==> src/decode_pkg.sv <==
package decode_pkg;

    typedef logic [31:0] instr_t;
    typedef logic [5:0]  opcode_t;
    typedef logic [5:0]  funct_t;
    typedef logic [4:0]  shamt_t;
    typedef logic [3:0]  alu_op_t;
    typedef logic [1:0]  shift_op_t;
    typedef logic [2:0]  cond_t;
    typedef logic [2:0]  mem_sel_t;
    typedef logic [1:0]  imm_ext_t;
    typedef logic [1:0]  rd_sel_t;
    typedef logic [1:0]  exres_sel_t;

    // ALU operation codes
    localparam alu_op_t ALU_ADDU = 4'd0;
    localparam alu_op_t ALU_SUBU = 4'd1;
    localparam alu_op_t ALU_CLZ  = 4'd2;
    localparam alu_op_t ALU_CLO  = 4'd3;
    localparam alu_op_t ALU_AND  = 4'd4;
    localparam alu_op_t ALU_SLT  = 4'd5;
    localparam alu_op_t ALU_OR   = 4'd6;
    localparam alu_op_t ALU_SLTU = 4'd7;
    localparam alu_op_t ALU_NOR  = 4'd8;
    localparam alu_op_t ALU_XOR  = 4'd9;
    localparam alu_op_t ALU_ADD  = 4'd14;  // Traps on overflow
    localparam alu_op_t ALU_SUB  = 4'd15;

    // Primary opcodes
    localparam opcode_t OP_SPECIAL  = 6'd0;
    localparam opcode_t OP_REGIMM   = 6'd1;
    localparam opcode_t OP_J        = 6'd2;
    localparam opcode_t OP_JAL      = 6'd3;
    localparam opcode_t OP_BEQ      = 6'd4;
    localparam opcode_t OP_BNE      = 6'd5;
    localparam opcode_t OP_BLEZ     = 6'd6;
    localparam opcode_t OP_BGTZ     = 6'd7;
    localparam opcode_t OP_ADDI     = 6'd8;
    localparam opcode_t OP_ADDIU    = 6'd9;
    localparam opcode_t OP_SLTI     = 6'd10;
    localparam opcode_t OP_SLTIU    = 6'd11;
    localparam opcode_t OP_ANDI     = 6'd12;
    localparam opcode_t OP_ORI      = 6'd13;
    localparam opcode_t OP_XORI     = 6'd14;
    localparam opcode_t OP_LUI      = 6'd15;
    localparam opcode_t OP_SPECIAL2 = 6'd28;
    localparam opcode_t OP_LB       = 6'd32;
    localparam opcode_t OP_LH       = 6'd33;
    localparam opcode_t OP_LWL      = 6'd34;
    localparam opcode_t OP_LW       = 6'd35;
    localparam opcode_t OP_LBU      = 6'd36;
    localparam opcode_t OP_LHU      = 6'd37;
    localparam opcode_t OP_LWR      = 6'd38;
    localparam opcode_t OP_SB       = 6'd40;
    localparam opcode_t OP_SH       = 6'd41;
    localparam opcode_t OP_SWL      = 6'd42;
    localparam opcode_t OP_SW       = 6'd43;
    localparam opcode_t OP_SWR      = 6'd46;

    // SPECIAL function field
    localparam funct_t FN_SLL  = 6'd0;
    localparam funct_t FN_SRL  = 6'd2;
    localparam funct_t FN_SRA  = 6'd3;
    localparam funct_t FN_SLLV = 6'd4;
    localparam funct_t FN_SRLV = 6'd6;
    localparam funct_t FN_SRAV = 6'd7;
    localparam funct_t FN_JR   = 6'd8;
    localparam funct_t FN_ADD  = 6'd32;
    localparam funct_t FN_ADDU = 6'd33;
    localparam funct_t FN_SUB  = 6'd34;
    localparam funct_t FN_SUBU = 6'd35;
    localparam funct_t FN_AND  = 6'd36;
    localparam funct_t FN_OR   = 6'd37;
    localparam funct_t FN_XOR  = 6'd38;
    localparam funct_t FN_NOR  = 6'd39;
    localparam funct_t FN_SLT  = 6'd42;
    localparam funct_t FN_SLTU = 6'd43;
    // SPECIAL2 function field
    localparam funct_t FN_CLZ  = 6'd32;
    localparam funct_t FN_CLO  = 6'd33;

    localparam shift_op_t SHIFT_LEFT    = 2'd0;
    localparam shift_op_t SHIFT_RIGHT_L = 2'd1;
    localparam shift_op_t SHIFT_RIGHT_A = 2'd2;

    // Branch conditions
    localparam cond_t COND_NONE = 3'd0;
    localparam cond_t COND_BEQ  = 3'd1;
    localparam cond_t COND_BNE  = 3'd2;
    localparam cond_t COND_BGEZ = 3'd3;
    localparam cond_t COND_BGTZ = 3'd4;
    localparam cond_t COND_BLEZ = 3'd5;
    localparam cond_t COND_BLTZ = 3'd6;

    // Load widths
    localparam mem_sel_t LD_B  = 3'd0;
    localparam mem_sel_t LD_BU = 3'd1;
    localparam mem_sel_t LD_H  = 3'd2;
    localparam mem_sel_t LD_HU = 3'd3;
    localparam mem_sel_t LD_W  = 3'd4;
    localparam mem_sel_t LD_WL = 3'd5;
    localparam mem_sel_t LD_WR = 3'd6;

    // Store widths
    localparam mem_sel_t ST_B  = 3'd0;
    localparam mem_sel_t ST_H  = 3'd1;
    localparam mem_sel_t ST_W  = 3'd2;
    localparam mem_sel_t ST_WL = 3'd3;
    localparam mem_sel_t ST_WR = 3'd4;

    localparam imm_ext_t IMM_ZERO  = 2'd0;
    localparam imm_ext_t IMM_SIGN  = 2'd1;
    localparam imm_ext_t IMM_UPPER = 2'd2;  // LUI
    localparam imm_ext_t IMM_JUMP  = 2'd3;

    localparam rd_sel_t RD_RT   = 2'd0;
    localparam rd_sel_t RD_RD   = 2'd1;
    localparam rd_sel_t RD_LINK = 2'd2;

    localparam exres_sel_t EX_ALU   = 2'd0;
    localparam exres_sel_t EX_SHIFT = 2'd1;
    localparam exres_sel_t EX_LINK  = 2'd2;

endpackage

==> src/alu_decoder.sv <==
`timescale 1ns/100ps

module alu_decoder (
    input  decode_pkg::instr_t     instr,
    output decode_pkg::alu_op_t    alu_op,
    output decode_pkg::shift_op_t  shift_op,
    output logic                   shamt_sel,
    output logic                   of_w_disen,
    output logic                   b_sel,
    output decode_pkg::imm_ext_t   imm_ext,
    output logic                   reg_w,
    output decode_pkg::rd_sel_t    rd_addr_sel,
    output decode_pkg::exres_sel_t exres_sel
);
    import decode_pkg::*;

    opcode_t opcode;
    funct_t  funct;

    assign opcode = instr[31:26];
    assign funct  = instr[5:0];

    always_comb begin
        alu_op      = ALU_ADDU;
        shift_op    = SHIFT_LEFT;
        shamt_sel   = 1'b0;
        of_w_disen  = 1'b0;
        b_sel       = 1'b0;
        imm_ext     = IMM_ZERO;
        reg_w       = 1'b0;
        rd_addr_sel = RD_RT;
        exres_sel   = EX_ALU;

        case (opcode)
            OP_SPECIAL: begin
                // All-zero word is the NOP, not SLL
                if (instr != '0) begin
                    reg_w       = 1'b1;
                    rd_addr_sel = RD_RD;
                    case (funct)
                        FN_ADD: begin
                            alu_op     = ALU_ADD;
                            of_w_disen = 1'b1;
                        end
                        FN_ADDU: alu_op = ALU_ADDU;
                        FN_SUB: begin
                            alu_op     = ALU_SUB;
                            of_w_disen = 1'b1;
                        end
                        FN_SUBU: alu_op = ALU_SUBU;
                        FN_AND:  alu_op = ALU_AND;
                        FN_OR:   alu_op = ALU_OR;
                        FN_XOR:  alu_op = ALU_XOR;
                        FN_NOR:  alu_op = ALU_NOR;
                        FN_SLT:  alu_op = ALU_SLT;
                        FN_SLTU: alu_op = ALU_SLTU;
                        FN_SLL, FN_SLLV: begin
                            exres_sel = EX_SHIFT;
                            shift_op  = SHIFT_LEFT;
                            shamt_sel = funct[2];  // Variable form takes rs
                        end
                        FN_SRL, FN_SRLV: begin
                            exres_sel = EX_SHIFT;
                            shift_op  = SHIFT_RIGHT_L;
                            shamt_sel = funct[2];
                        end
                        FN_SRA, FN_SRAV: begin
                            exres_sel = EX_SHIFT;
                            shift_op  = SHIFT_RIGHT_A;
                            shamt_sel = funct[2];
                        end
                        default: begin
                            // JR and unknown functions belong elsewhere
                            reg_w       = 1'b0;
                            rd_addr_sel = RD_RT;
                        end
                    endcase
                end
            end
            OP_SPECIAL2: begin
                if (funct == FN_CLO || funct == FN_CLZ) begin
                    reg_w       = 1'b1;
                    rd_addr_sel = RD_RD;
                    alu_op      = (funct == FN_CLO) ? ALU_CLO : ALU_CLZ;
                end
            end
            OP_ADDI, OP_ADDIU, OP_SLTI, OP_SLTIU,
            OP_ANDI, OP_ORI, OP_XORI, OP_LUI: begin
                reg_w       = 1'b1;
                rd_addr_sel = RD_RT;
                b_sel       = 1'b1;   // Immediate as operand B
                imm_ext     = IMM_SIGN;
                case (opcode)
                    OP_ADDI: begin
                        alu_op     = ALU_ADD;
                        of_w_disen = 1'b1;
                    end
                    OP_ADDIU: alu_op = ALU_ADDU;
                    OP_SLTI:  alu_op = ALU_SLT;
                    OP_SLTIU: alu_op = ALU_SLTU;
                    OP_ANDI: begin
                        alu_op  = ALU_AND;
                        imm_ext = IMM_ZERO;
                    end
                    OP_ORI: begin
                        alu_op  = ALU_OR;
                        imm_ext = IMM_ZERO;
                    end
                    OP_XORI: begin
                        alu_op  = ALU_XOR;
                        imm_ext = IMM_ZERO;
                    end
                    OP_LUI: begin
                        alu_op  = ALU_ADDU;  // Upper half plus zero
                        imm_ext = IMM_UPPER;
                    end
                    default: ;
                endcase
            end
            default: ;
        endcase
    end

endmodule

==> src/credit_counter.sv <==
`timescale 1ns/100ps

module credit_counter #(
    parameter int CREDITS = 4
) (
    input  logic clk,
    input  logic rst,
    input  logic take,   // Word sent downstream
    input  logic give,   // Slot freed by the consumer
    output logic avail
);

    // Must hold the full CREDITS value
    localparam int CNT_W = $clog2(CREDITS + 1);

    logic [CNT_W-1:0] count;

    always_ff @(posedge clk) begin
        if (rst) begin
            count <= CNT_W'(CREDITS);
        end else begin
            case ({take, give})
                2'b10:   count <= count - 1'b1;
                2'b01:   count <= count + 1'b1;
                default: count <= count;  // Both cancel out
            endcase
        end
    end

    assign avail = (count != '0);

endmodule

==> src/decode_stage.sv <==
`timescale 1ns/100ps

module decode_stage #(
    parameter int CREDITS = 4
) (
    input  logic                   clk,
    input  logic                   rst,
    input  decode_pkg::instr_t     instr,
    input  logic                   instr_valid,
    output logic                   instr_ready,
    input  logic                   credit_return,
    output logic                   out_valid,
    output decode_pkg::alu_op_t    alu_op,
    output decode_pkg::shift_op_t  shift_op,
    output logic                   shamt_sel,
    output logic                   of_w_disen,
    output logic                   b_sel,
    output decode_pkg::imm_ext_t   imm_ext,
    output logic                   reg_w,
    output decode_pkg::rd_sel_t    rd_addr_sel,
    output decode_pkg::exres_sel_t exres_sel,
    output logic                   branch,
    output decode_pkg::cond_t      condition,
    output logic                   jump,
    output logic                   jr,
    output logic                   mem_r,
    output logic                   mem_w,
    output decode_pkg::mem_sel_t   load_sel,
    output decode_pkg::mem_sel_t   store_sel,
    output decode_pkg::shamt_t     shamt
);
    import decode_pkg::*;

    logic accept;

    // Execute-side fields
    alu_op_t    a_alu_op;
    shift_op_t  a_shift_op;
    logic       a_shamt_sel;
    logic       a_of_w_disen;
    logic       a_b_sel;
    imm_ext_t   a_imm_ext;
    logic       a_reg_w;
    rd_sel_t    a_rd_addr_sel;
    exres_sel_t a_exres_sel;

    // Control-flow and memory fields
    logic       f_branch;
    cond_t      f_condition;
    logic       f_jump;
    logic       f_jr;
    logic       f_mem_r;
    logic       f_mem_w;
    mem_sel_t   f_load_sel;
    mem_sel_t   f_store_sel;
    alu_op_t    f_alu_op;
    logic       f_b_sel;
    imm_ext_t   f_imm_ext;
    logic       f_reg_w;
    rd_sel_t    f_rd_addr_sel;
    exres_sel_t f_exres_sel;

    assign accept = instr_valid && instr_ready;

    alu_decoder i_alu_decoder (
        .instr       (instr),
        .alu_op      (a_alu_op),
        .shift_op    (a_shift_op),
        .shamt_sel   (a_shamt_sel),
        .of_w_disen  (a_of_w_disen),
        .b_sel       (a_b_sel),
        .imm_ext     (a_imm_ext),
        .reg_w       (a_reg_w),
        .rd_addr_sel (a_rd_addr_sel),
        .exres_sel   (a_exres_sel)
    );

    flow_decoder i_flow_decoder (
        .instr       (instr),
        .branch      (f_branch),
        .condition   (f_condition),
        .jump        (f_jump),
        .jr          (f_jr),
        .mem_r       (f_mem_r),
        .mem_w       (f_mem_w),
        .load_sel    (f_load_sel),
        .store_sel   (f_store_sel),
        .alu_op      (f_alu_op),
        .b_sel       (f_b_sel),
        .imm_ext     (f_imm_ext),
        .reg_w       (f_reg_w),
        .rd_addr_sel (f_rd_addr_sel),
        .exres_sel   (f_exres_sel)
    );

    credit_counter #(
        .CREDITS (CREDITS)
    ) i_credit_counter (
        .clk   (clk),
        .rst   (rst),
        .take  (accept),
        .give  (credit_return),
        .avail (instr_ready)
    );

    always_ff @(posedge clk) begin
        if (rst) begin
            out_valid <= 1'b0;
        end else begin
            out_valid <= accept;
        end
    end

    // Groups never overlap, so OR merges the two decoders
    always_ff @(posedge clk) begin
        if (accept) begin
            alu_op      <= a_alu_op | f_alu_op;
            shift_op    <= a_shift_op;
            shamt_sel   <= a_shamt_sel;
            of_w_disen  <= a_of_w_disen;
            b_sel       <= a_b_sel | f_b_sel;
            imm_ext     <= a_imm_ext | f_imm_ext;
            reg_w       <= a_reg_w | f_reg_w;
            rd_addr_sel <= a_rd_addr_sel | f_rd_addr_sel;
            exres_sel   <= a_exres_sel | f_exres_sel;
            branch      <= f_branch;
            condition   <= f_condition;
            jump        <= f_jump;
            jr          <= f_jr;
            mem_r       <= f_mem_r;
            mem_w       <= f_mem_w;
            load_sel    <= f_load_sel;
            store_sel   <= f_store_sel;
            shamt       <= instr[10:6];
        end
    end

endmodule

==> src/flow_decoder.sv <==
`timescale 1ns/100ps

module flow_decoder (
    input  decode_pkg::instr_t     instr,
    output logic                   branch,
    output decode_pkg::cond_t      condition,
    output logic                   jump,
    output logic                   jr,
    output logic                   mem_r,
    output logic                   mem_w,
    output decode_pkg::mem_sel_t   load_sel,
    output decode_pkg::mem_sel_t   store_sel,
    output decode_pkg::alu_op_t    alu_op,
    output logic                   b_sel,
    output decode_pkg::imm_ext_t   imm_ext,
    output logic                   reg_w,
    output decode_pkg::rd_sel_t    rd_addr_sel,
    output decode_pkg::exres_sel_t exres_sel
);
    import decode_pkg::*;

    opcode_t opcode;
    funct_t  funct;

    assign opcode = instr[31:26];
    assign funct  = instr[5:0];

    always_comb begin
        branch      = 1'b0;
        condition   = COND_NONE;
        jump        = 1'b0;
        jr          = 1'b0;
        mem_r       = 1'b0;
        mem_w       = 1'b0;
        load_sel    = LD_B;
        store_sel   = ST_B;
        alu_op      = ALU_ADDU;
        b_sel       = 1'b0;
        imm_ext     = IMM_ZERO;
        reg_w       = 1'b0;
        rd_addr_sel = RD_RT;
        exres_sel   = EX_ALU;

        case (opcode)
            OP_SPECIAL: begin
                if (funct == FN_JR) begin
                    branch = 1'b1;
                    jr     = 1'b1;  // Target from rs
                end
            end
            OP_REGIMM, OP_BEQ, OP_BNE, OP_BLEZ, OP_BGTZ: begin
                branch  = 1'b1;
                alu_op  = ALU_SUBU;  // Compare by subtraction
                imm_ext = IMM_SIGN;
                case (opcode)
                    OP_BEQ:  condition = COND_BEQ;
                    OP_BNE:  condition = COND_BNE;
                    OP_BLEZ: condition = COND_BLEZ;
                    OP_BGTZ: condition = COND_BGTZ;
                    // In REGIMM rt bit 0 selects BGEZ
                    default: condition = instr[16] ? COND_BGEZ : COND_BLTZ;
                endcase
            end
            OP_J: begin
                jump    = 1'b1;
                imm_ext = IMM_JUMP;
            end
            OP_JAL: begin
                jump        = 1'b1;
                imm_ext     = IMM_JUMP;
                reg_w       = 1'b1;
                rd_addr_sel = RD_LINK;  // Return address to r31
                exres_sel   = EX_LINK;
            end
            OP_LB, OP_LBU, OP_LH, OP_LHU, OP_LW, OP_LWL, OP_LWR: begin
                mem_r       = 1'b1;
                reg_w       = 1'b1;
                rd_addr_sel = RD_RT;
                b_sel       = 1'b1;
                imm_ext     = IMM_SIGN;  // Base plus offset
                case (opcode)
                    OP_LB:   load_sel = LD_B;
                    OP_LBU:  load_sel = LD_BU;
                    OP_LH:   load_sel = LD_H;
                    OP_LHU:  load_sel = LD_HU;
                    OP_LW:   load_sel = LD_W;
                    OP_LWL:  load_sel = LD_WL;
                    OP_LWR:  load_sel = LD_WR;
                    default: ;
                endcase
            end
            OP_SB, OP_SH, OP_SW, OP_SWL, OP_SWR: begin
                mem_w   = 1'b1;
                b_sel   = 1'b1;
                imm_ext = IMM_SIGN;
                case (opcode)
                    OP_SB:   store_sel = ST_B;
                    OP_SH:   store_sel = ST_H;
                    OP_SW:   store_sel = ST_W;
                    OP_SWL:  store_sel = ST_WL;
                    OP_SWR:  store_sel = ST_WR;
                    default: ;
                endcase
            end
            default: ;
        endcase
    end

endmodule

==> config.mk <==
export PLATFORM = sky130hd
export DESIGN_NAME = decode_stage
export DESIGN_NICKNAME = d
export VERILOG_FILES = /design/src/decode_pkg.sv /design/src/alu_decoder.sv /design/src/credit_counter.sv /design/src/decode_stage.sv /design/src/flow_decoder.sv
export SDC_FILE = /design/constraint.sdc
export NUM_CORES = 1
export LEC_CHECK = 0
export CAP_MARGIN = 20
export CORE_UTILIZATION = 60
export DETAILED_ROUTE_END_ITERATION = 10
export DONT_BUFFER_PORTS = 1
export PLACE_DENSITY = 0.8
export SYNTH_ARGS = -nofsm -noshare
export SYNTH_HDL_FRONTEND = slang
export SYNTH_SLANG_ARGS = --single-unit
==> constraint.sdc <==
create_clock -name clk -period 2.5 [get_ports clk]
set_input_delay 0.5 -clock clk [delete_from_list [all_inputs] [get_ports clk]]
set_output_delay 0.5 -clock clk [all_outputs]
set_load 0.05 [all_outputs]
# --- After elaboration in Yosys (flattened, before gate mapping) ---
# Cells that the tools add are included.
totals:
  reg_bits: 39
  inputBits: 36
  output_inout_bits: 37
  elab_cells: 137
classes:
  addsub: 2
  n_eq_ne: 46
  mux: 40
  bitwise_logic: 6
  reduce_logical: 23
op_table:
  columns: ["operator", "count"]
  rows:
  - ["$eq A6 B6 Y1 const B", 22]
  - ["$eq A6 B4 Y1 const B", 9]
  - ["$eq A6 B3 Y1 const B", 7]
  - ["$pmux W4 S9", 1]
  - ["$reduce_bool A32 Y1", 1]
  - ["$eq A6 B2 Y1 const B", 4]
  - ["$pmux W3 S4", 2]
  - ["$pmux W4 S6", 1]
  - ["$mux W1", 18]
  - ["$pmux W3 S6", 1]
  - ["$reduce_or A17 Y1", 1]
  - ["$pmux W2 S2", 4]
  - ["$reduce_or A16 Y1", 1]
  - ["$reduce_or A8 Y1", 2]
  - ["$logic_not A6 Y1", 2]
  - ["$pmux W4 S3", 1]
  - ["$reduce_or A12 Y1", 1]
  - ["$mux W2", 5]
  - ["$reduce_or A5 Y1", 2]
  - ["$mux W4", 2]
  - ["$reduce_or A2 Y1", 4]
  - ["$reduce_or A7 Y1", 1]
  - ["$eq A6 B1 Y1 const B", 1]
  - ["$eq A6 B5 Y1 const B", 1]
  - ["19 further kinds", 23]

# --- Depth between registers and ports, before layout ---
# Gate-level depths: netlist of run 1.
depth:
  depth_word: 6
  mapped_depth: 8
  ltp_nobuf: 8

# --- Hierarchy ---
# A second synthesis of run 1 with hierarchy kept.
hier_totals:
  hier_cells: 203
  hier_area_um2: 2158.3
modules_own_cells:
  columns: ["module", "instances", "cells_each", "area_per_inst_um2", "seq_area_each_um2"]
  rows:
  - ["decode_stage", 1, 50, 1161.1, 1071.0]
  - ["alu_decoder", 1, 77, 490.5, 0.0]
  - ["flow_decoder", 1, 60, 346.6, 0.0]
  - ["credit_counter", 1, 16, 160.2, 60.1]

# --- Worst setup path after synthesis of run 1 ---
# Ideal clock, no wire load.
synth_timing:
  kind: "reg2reg"
  startpoint: "register i_credit_counter.count[0]"
  endpoint: "register i_credit_counter.count[2]"
  setup_ns: 0.127
  arrival_time_ns: 2.354
  required_ns: 2.373
  slack_ns: 0.019
  path_stages_with_launch: 9
  path_buffers: 0
  synth_period_minus_slack_ns: 2.481
  path_cell_list: "dfxtp_1 -> or3_1 -> nand2_1 -> ha_1 -> inv_1 -> fa_1 -> xor2_1 -> o21ai_0 -> or3b_1"
synth_via:
  elab_chain_cells: 4
  word_cells_on_any_way: 8
  classes_between: "add/sub: 2; eq/ne: 2; mux: 1; reduce/logical: 3"
synth_rtl:
  columns: ["element", "line", "rtl"]
  rows:
  - ["from (decl)", "credit_counter.sv:16", "logic [CNT_W-1:0] count;"]
  - ["from (signal assigned)", "credit_counter.sv:20", "count <= CNT_W'(CREDITS);"]
  - ["from (signal assigned)", "credit_counter.sv:23", "2'b10: count <= count - 1'b1;"]
  - ["from (signal assigned)", "credit_counter.sv:24", "2'b01: count <= count + 1'b1;"]
  - ["$reduce_bool A3 Y1 *", "credit_counter.sv:30", "assign avail = (count != '0);"]
  - ["named net instr_ready", "decode_stage.sv:10", "output logic instr_ready,"]
  - ["$logic_and A1 B1 Y1 *", "decode_stage.sv:63", "assign accept = instr_valid && instr_ready;"]
  - ["$eq A2 B1 Y1 / $eq A2 B2 Y1 (equally long branches)", "credit_counter.sv:22", "case ({take, give})"]
  - ["$pmux W3 S2 / $reduce_bool A2 Y1 (equally long branches)", null, null]
# Mark *: on every way through the listed nets, which the timed path passes. The rest lies on a longest branch.
# A chain may end at the register's enable or synchronous reset.

# --- Final worst setup path of run 1 ---
layout_timing:
  startpoint: "register i_credit_counter.count[0]"
  endpoint: "register i_credit_counter.count[2]"
layout_via:
  elab_chain_cells: 4
  word_cells_on_any_way: 8
  classes_between: "add/sub: 2; eq/ne: 2; mux: 1; reduce/logical: 3"
layout_rtl:
  columns: ["element"]
  rows:
  - ["branches (longest 4 deep; another with $add A3 B1 Y3)"]
# Parallel ways; which one is timed is not known.

==> impl_metrics.yaml, run 1 <==
run:
  drv_cap: 0
timing:
  period_minus_slack_ns: 2.28
  max_slew_margin: 0.681
  fmax_mhz: 439
  tightest_slew_ns: 0.480
  slew_violations: 0
  rsz0062_at_grt: "false"
  fin_crit_sh: 0.912
  hold_viol: 0
  finClkSkew_ns: 0.0133
  setup_tns_ns: 0
  final-setup-viol-count: 0
finish:
  nFillCells: 268
  regArea_um2: 1100
  fin_nets: 218
  multiInputGateArea_um2: 743
  antenna_cells: 0
  drive_gt1_frac: 0.110
  finalInstanceArea_um2: 2000
  instances_no_fill: 225
  area_growth_pct: 4.17
critical_path:
  max_stage_delay_ns: 0.43
  path_delay_family: "simple AND/OR/NAND/NOR gates"
  required_ns: 2.72
  crit_buf_inv: 1
  endpoint_kind: "flop"
  critPathSlowestCell: "fa_1"
  crit_path_start_kind: "flop"
  worstPathArrival_ns: 2.50
  path_class: "reg2reg"
  path_cells: "or3_1, nand2_1, ha_1, inv_1, fa_1, xor2_1, o21ai_0, or3b_1"
  cp_max_fo: 3
pwr:
  vdd_drop_max_mv: 0.342
  powerDensity_nw_per_um2: 818
  p_total_mw: 1.64
  p_leak_nw: 0.717
logic_synthesis:
  syn_area_um2: 1920
  synth_nets: 216
  syn_area_per_cell_um2: 10.8
  synth.yosys.seq_area_share: 0.573
  synth_cells: 178
  synth_top_area_frac: 0.531
  synth_cell_types: 45
  ys_ff_latch: 38
  yosysWarnings: 0
  yosysTopAreaCell: "edfxtp_1"
  yosys-top-cells-area: "edfxtp_1, dfxtp_1, nor2_1"
grt:
  overflow: 0
  grt_pass1_wl_mm: 5.11
  grtUsageTotal: 0.202
  grt_pass1_vias: 1195
  grt_antenna_before_repair: 0
  grt_max_degree: 35
die:
  die-area_um2: 3430
  initial_core_util: 0.630
  dieHeight_um: 58.6
  top_level_ports: 73
  coreArea_um2: 3050
  num_rows: 20
  die_w_um: 58.6
route:
  drc: 0
  ant_nets: 0
  drt_iter0_drc: 36
  vias: 1339
  wl_per_cell_um: 15.0
  wirelength_mm: 3.38
  routed_via_density: 5.95
  first_pass_iters: 4
clocking:
  post-cts-setup-buffer-count: 0
  cts_root_buffer: "clkbuf_4"
  clock_latency_ns: 0.33
  clk_pin_slew_ns: 0.10
  clockBufferDepth: 2
  htree_num_levels: 2
  cts_made_buffers: 5
  post_cts_resized: 0
  cts.sinks: 38
  ctsHoldBuffers: 0
  cts_tree: "built"
placement:
  gp_routability_congestion: 0.818
  dpl.cell_count: 217
  post-dp-hpwl_mm: 2.49
  io_buffers: 0
  placed_area_um2: 1950
worst_hold_path:
  hold_path_class: "in2reg"
outcome:
  outcome: "completed"
-- stage by stage --
step | setup slack (ns) | utilization | hold slack, ns
floorplan | 0.0186 | - | 0.499
global placement | 0.312 | 0.639 | 0.511
detailed placement | 0.213 | 0.639 | 0.533
CTS | 0.207 | 0.656 | 0.219
global route | 0.0945 | 0.656 | 0.204
finish | 0.220 | 0.656 | 0.221
-- metal layers --
layer  vias to the layer above  routed length (um)  track usage
met3                         5                 252       0.0637
li1                        654                   -            -
met5                         -                   0            0
met4                         0                  43        0.102
met2                        57                1630        0.332
met1                       623                1450        0.241
-- logic make-up after synthesis --
kind of cell,after synthesis,share of synthesized area
compound gates,36,0.117
simple gates,83,0.239
mux,1,0.00521
xor+xnor,2,0.00912
buf+inv,16,0.0404
fa+ha+maj,2,0.0169
flops,38,0.573
-- cell type report --
class                      instances  area share
sequential                        38       0.550
inverter                           8      0.0150
timing repair buffer               3      0.0113
clock buffer                       6      0.0206
clock inverter                     2     0.00437
multi-input combinational        124       0.371
tap                               44      0.0275
-- flip-flops by register name (all words and copies together), names as in the netlist --
| register | cells |
|---|---|
| jr | 1 |
| out_valid | 1 |
| jump | 1 |
| of_w_disen | 1 |
| i_credit_counter.count | 3 |
| mem_r | 1 |
| imm_ext | 2 |
| shamt | 5 |
| mem_w | 1 |
| exres_sel | 1 |
| store_sel | 3 |
| b_sel | 1 |
| alu_op | 4 |
| condition | 3 |
| branch | 1 |
| reg_w | 1 |
| shamt_sel | 1 |
| shift_op | 2 |
| load_sel | 3 |
| rd_addr_sel | 2 |
-- worst reg2reg max path: stages (launching register included) --
cell,delay (ns)
dfxtp_1,0.36
or3_1,0.37
nand2_1,0.13
ha_1,0.19
inv_1,0.06
fa_1,0.43
xor2_1,0.16
o21ai_0,0.12
or3b_1,0.36
-- power by group --
group,internal [mW],switching [mW],total [mW]
registers,0.818,0.313,1.13
logic,0.0775,0.146,0.223
clock network,0.106,0.178,0.283
total,1.00,0.637,1.64
-- Yosys cell counts (all sizes together) --
master	instances
edfxtp	34
nor2	20
nand2	17
o21ai	13
a21oi	11
nor3	9
inv	8
nand2b	8
buf	7
nand3	7
nor4	6
dfxtp	4
and2	3
nor2b	3
or3	3
a211oi	2
a311oi	2
and3	2
or2	2
xor2	2
a2111oi	1
a2bb2oi	1
clkbuf	1
fa	1
ha	1
mux2i	1
nand4	1
o211a	1
o211ai	1
o21a	1
o21bai	1
o22ai	1
o32ai	1
or3b	1
or4	1
-- worst paths after layout --
path	from	slack, ns	to	cells past startpoint
worst max-delay path	i_credit_counter.count[0]	0.22	i_credit_counter.count[2]	8
worst min-delay path	rst	0.22	out_valid	1
worst max register to register	i_credit_counter.count[0]	0.22	i_credit_counter.count[2]	8
worst min register to register	i_credit_counter.count[1]	0.55	i_credit_counter.count[1]	2
-- cells in the final DEF (no fill, tap or decap), drive strengths merged, types with 2 or more instances in the layout --
master  instances
buf             3
clkbuf          6
a311oi          2
edfxtp         34
nand2b          8
and3            2
a21oi          11
nor4            6
dfxtp           4
or3             3
nor2b           3
nand3           7
and2            3
nor2           20
inv             8
nand2          17
clkinv          2
a211oi          2
or2             2
xor2            2
nor3            9
o21ai          13
Power figures use the tool's default switching activity.
==> run 2, diff against run 1 <==
- ABC_AREA: not set -> 1
- PLACE_DENSITY: 0.8 -> 0.76
==> impl_metrics.yaml, run 2 <==
timing:
  fmax_mhz: 535
  final-setup-viol-count: 0
  max_slew_margin: 0.680
  rsz0062_at_grt: "false"
  fin_crit_sh: 0.747
  setup_slack_ns: 0.632
  finClkSkew_ns: 0.0114
  period_minus_slack_ns: 1.87
  slew_violations: 0
  setup_tns_ns: 0
  hold_viol: 0
  tightest_slew_ns: 0.479
critical_path:
  path_class: "reg2reg"
  critPathSlowestCell: "fa_1"
  path_cells: "inv_1, nand3_1, nand2_1, ha_1, inv_1, fa_1, nand2_1, nor3b_1, a21oi_1, o21ai_0"
  required_ns: 2.77
  endpoint_kind: "flop"
  worstPathArrival_ns: 2.14
  cp_max_fo: 3
  max_stage_delay_ns: 0.44
  crit_path_start_kind: "flop"
finish:
  area_growth_pct: 5.86
  drive_gt1_frac: 0.117
  fin_nets: 301
  nFillCells: 316
  top_register: "shamt"
  finalInstanceArea_um2: 2240
  fin_util: 0.665
  final_common_cell: "nand2_1"
  largestRegisters: "shamt: 5 flops, alu_op: 4 flops"
  antenna_cells: 0
  largest_reg_flops: 5
  final_cell_mix: "nand2_1, nor2_1, inv_1"
logic_synthesis:
  ys_async_sr_fraction: 0
  synth-simple-area-share: 0.330
  synth.yosys.seq_area_share: 0.521
  syn_area_um2: 2110
  synth_top_area_frac: 0.483
  yosys.cell_count.top_type: "nand2_1"
  synth-edff-count: 34
  synth_xor_area_frac: 0
  yosysWarnings: 0
  synth_cell_types: 31
  synthTopCellsByCount: "nand2_1, nor2_1, inv_1"
  synth_nets: 292
  ys_ff_latch: 38
  ys.flop_type: "edfxtp_1"
  yosysTopAreaCell: "edfxtp_1"
  muxShareOfSynthArea: 0
  synth-adder-area-share: 0.0154
  syn_area_per_cell_um2: 8.32
  synth_top_family_by_area: "simple AND/OR/NAND/NOR gates"
  synth_cells: 254
  synth_compound_area_frac: 0.0562
  yosys-top-cells-area: "edfxtp_1, nand2_1, nor2_1"
outcome:
  outcome: "completed"
clocking:
  cts.sinks: 38
  cts_root_buffer: "clkbuf_4"
  htree_num_levels: 2
  ctsHoldBuffers: 0
  cts_tree: "built"
  post_cts_resized: 0
  cts_made_buffers: 5
  clockBufferDepth: 2
  clock_latency_ns: 0.35
  post-cts-setup-buffer-count: 0
  clk_pin_slew_ns: 0.10
run:
  drv_cap: 0
placement:
  gp_routability_congestion: 0.901
  post-dp-hpwl_mm: 3.10
  placed_area_um2: 2190
  io_buffers: 0
  pre_cts_ws_ns: 0.648
route:
  wl_per_cell_um: 12.8
  vias: 1713
  ant_nets: 0
  drc: 0
  drt_iter0_drc: 85
  routed_via_density: 5.53
  wirelength_mm: 3.97
  first_pass_iters: 4
die:
  top_level_ports: 73
  initial_core_util: 0.628
  coreArea_um2: 3360
  dieHeight_um: 61.3
  die-area_um2: 3760
  die_w_um: 61.3
  num_rows: 21
grt:
  overflow: 0
  grt_pass1_wl_mm: 6.04
  grt_antenna_before_repair: 0
  grt_max_degree: 35
  grtUsageTotal: 0.222
  grt_pass1_vias: 1463
pwr:
  p_leak_nw: 1.00
  vdd_drop_max_mv: 0.399
  powerDensity_nw_per_um2: 661
worst_hold_path:
  hold_path_class: "in2reg"
[run 2: changes by cell type after synthesis, sizes merged, moves of 3 or more]
cell	previous run	this run
a21oi	11	6
buf	7	1
inv	8	40
nand2	17	60
nand2b	8	0
nand3	7	23
nand4	1	6
nor2	20	49
nor4	6	0
o21ai	13	7
or3	3	0
[run 2: cells by family (layout without fill, tap and decap cells)]
kind of cell / count (synthesis) / count (layout)
AO/OA/AOI/OAI: 19 / 19
flip-flops: 38 / 38
buffers and inverters: 42 / 52
AND/OR/NAND/NOR: 153 / 153
adder cells (fa/ha/maj): 2 / 2
[run 2: metal layers]
metal | global-route usage | share of wire | up-vias
li1 | - | - | 856
met1 | 0.294 | 0.43 | 753
met2 | 0.337 | 0.44 | 93
met3 | 0.0714 | 0.11 | 11
met4 | 0.0952 | 0.023 | 0
met5 | 0 | 0 | -
[run 2: final timing paths]
kind | startpoint | end | slack [ns] | cells after the start
worst min-delay path | rst | out_valid | 0.22 | 1
worst max register to register | i_credit_counter.count[0] | i_credit_counter.count[2] | 0.63 | 10
worst max-delay path | i_credit_counter.count[0] | i_credit_counter.count[2] | 0.63 | 10
worst min register to register | i_credit_counter.count[1] | i_credit_counter.count[1] | 0.51 | 2
[run 2: power breakdown]
group / internal, mW / switching (mW) / total, mW
logic: 0.0522 / 0.134 / 0.186
clock network: 0.107 / 0.196 / 0.303
registers: 0.775 / 0.214 / 0.989
[run 2: cell type report]
type	instances	area, um2	share of cell area
Sequential cell	38	1100	0.492
Tap cell	46	57.6	0.0257
Multi-Input combinational cell	174	850	0.380
Clock buffer	6	41.3	0.0185
Clock inverter	2	10.0	0.00447
Inverter	41	155	0.0694
Timing Repair Buffer	3	22.5	0.0101
[run 2: worst max-delay path, delay by kind of cell (launching register included)]
kind / cells / cell delay, ns
and+or+nand+nor: 4 / 0.55
AOI/OAI and AO/OA: 2 / 0.18
buffers and inverters: 2 / 0.15
DFF: 1 / 0.34
adders and majority gates: 2 / 0.59
[run 2: metrics by stage]
stage	hold slack [ns]	power (mW)	cells
finish	0.217	1.48	310
global route	0.192	1.55	310
CTS	0.210	1.48	310
floorplan	0.461	1.15	254
global placement	0.478	1.18	302
detailed placement	0.489	1.19	302
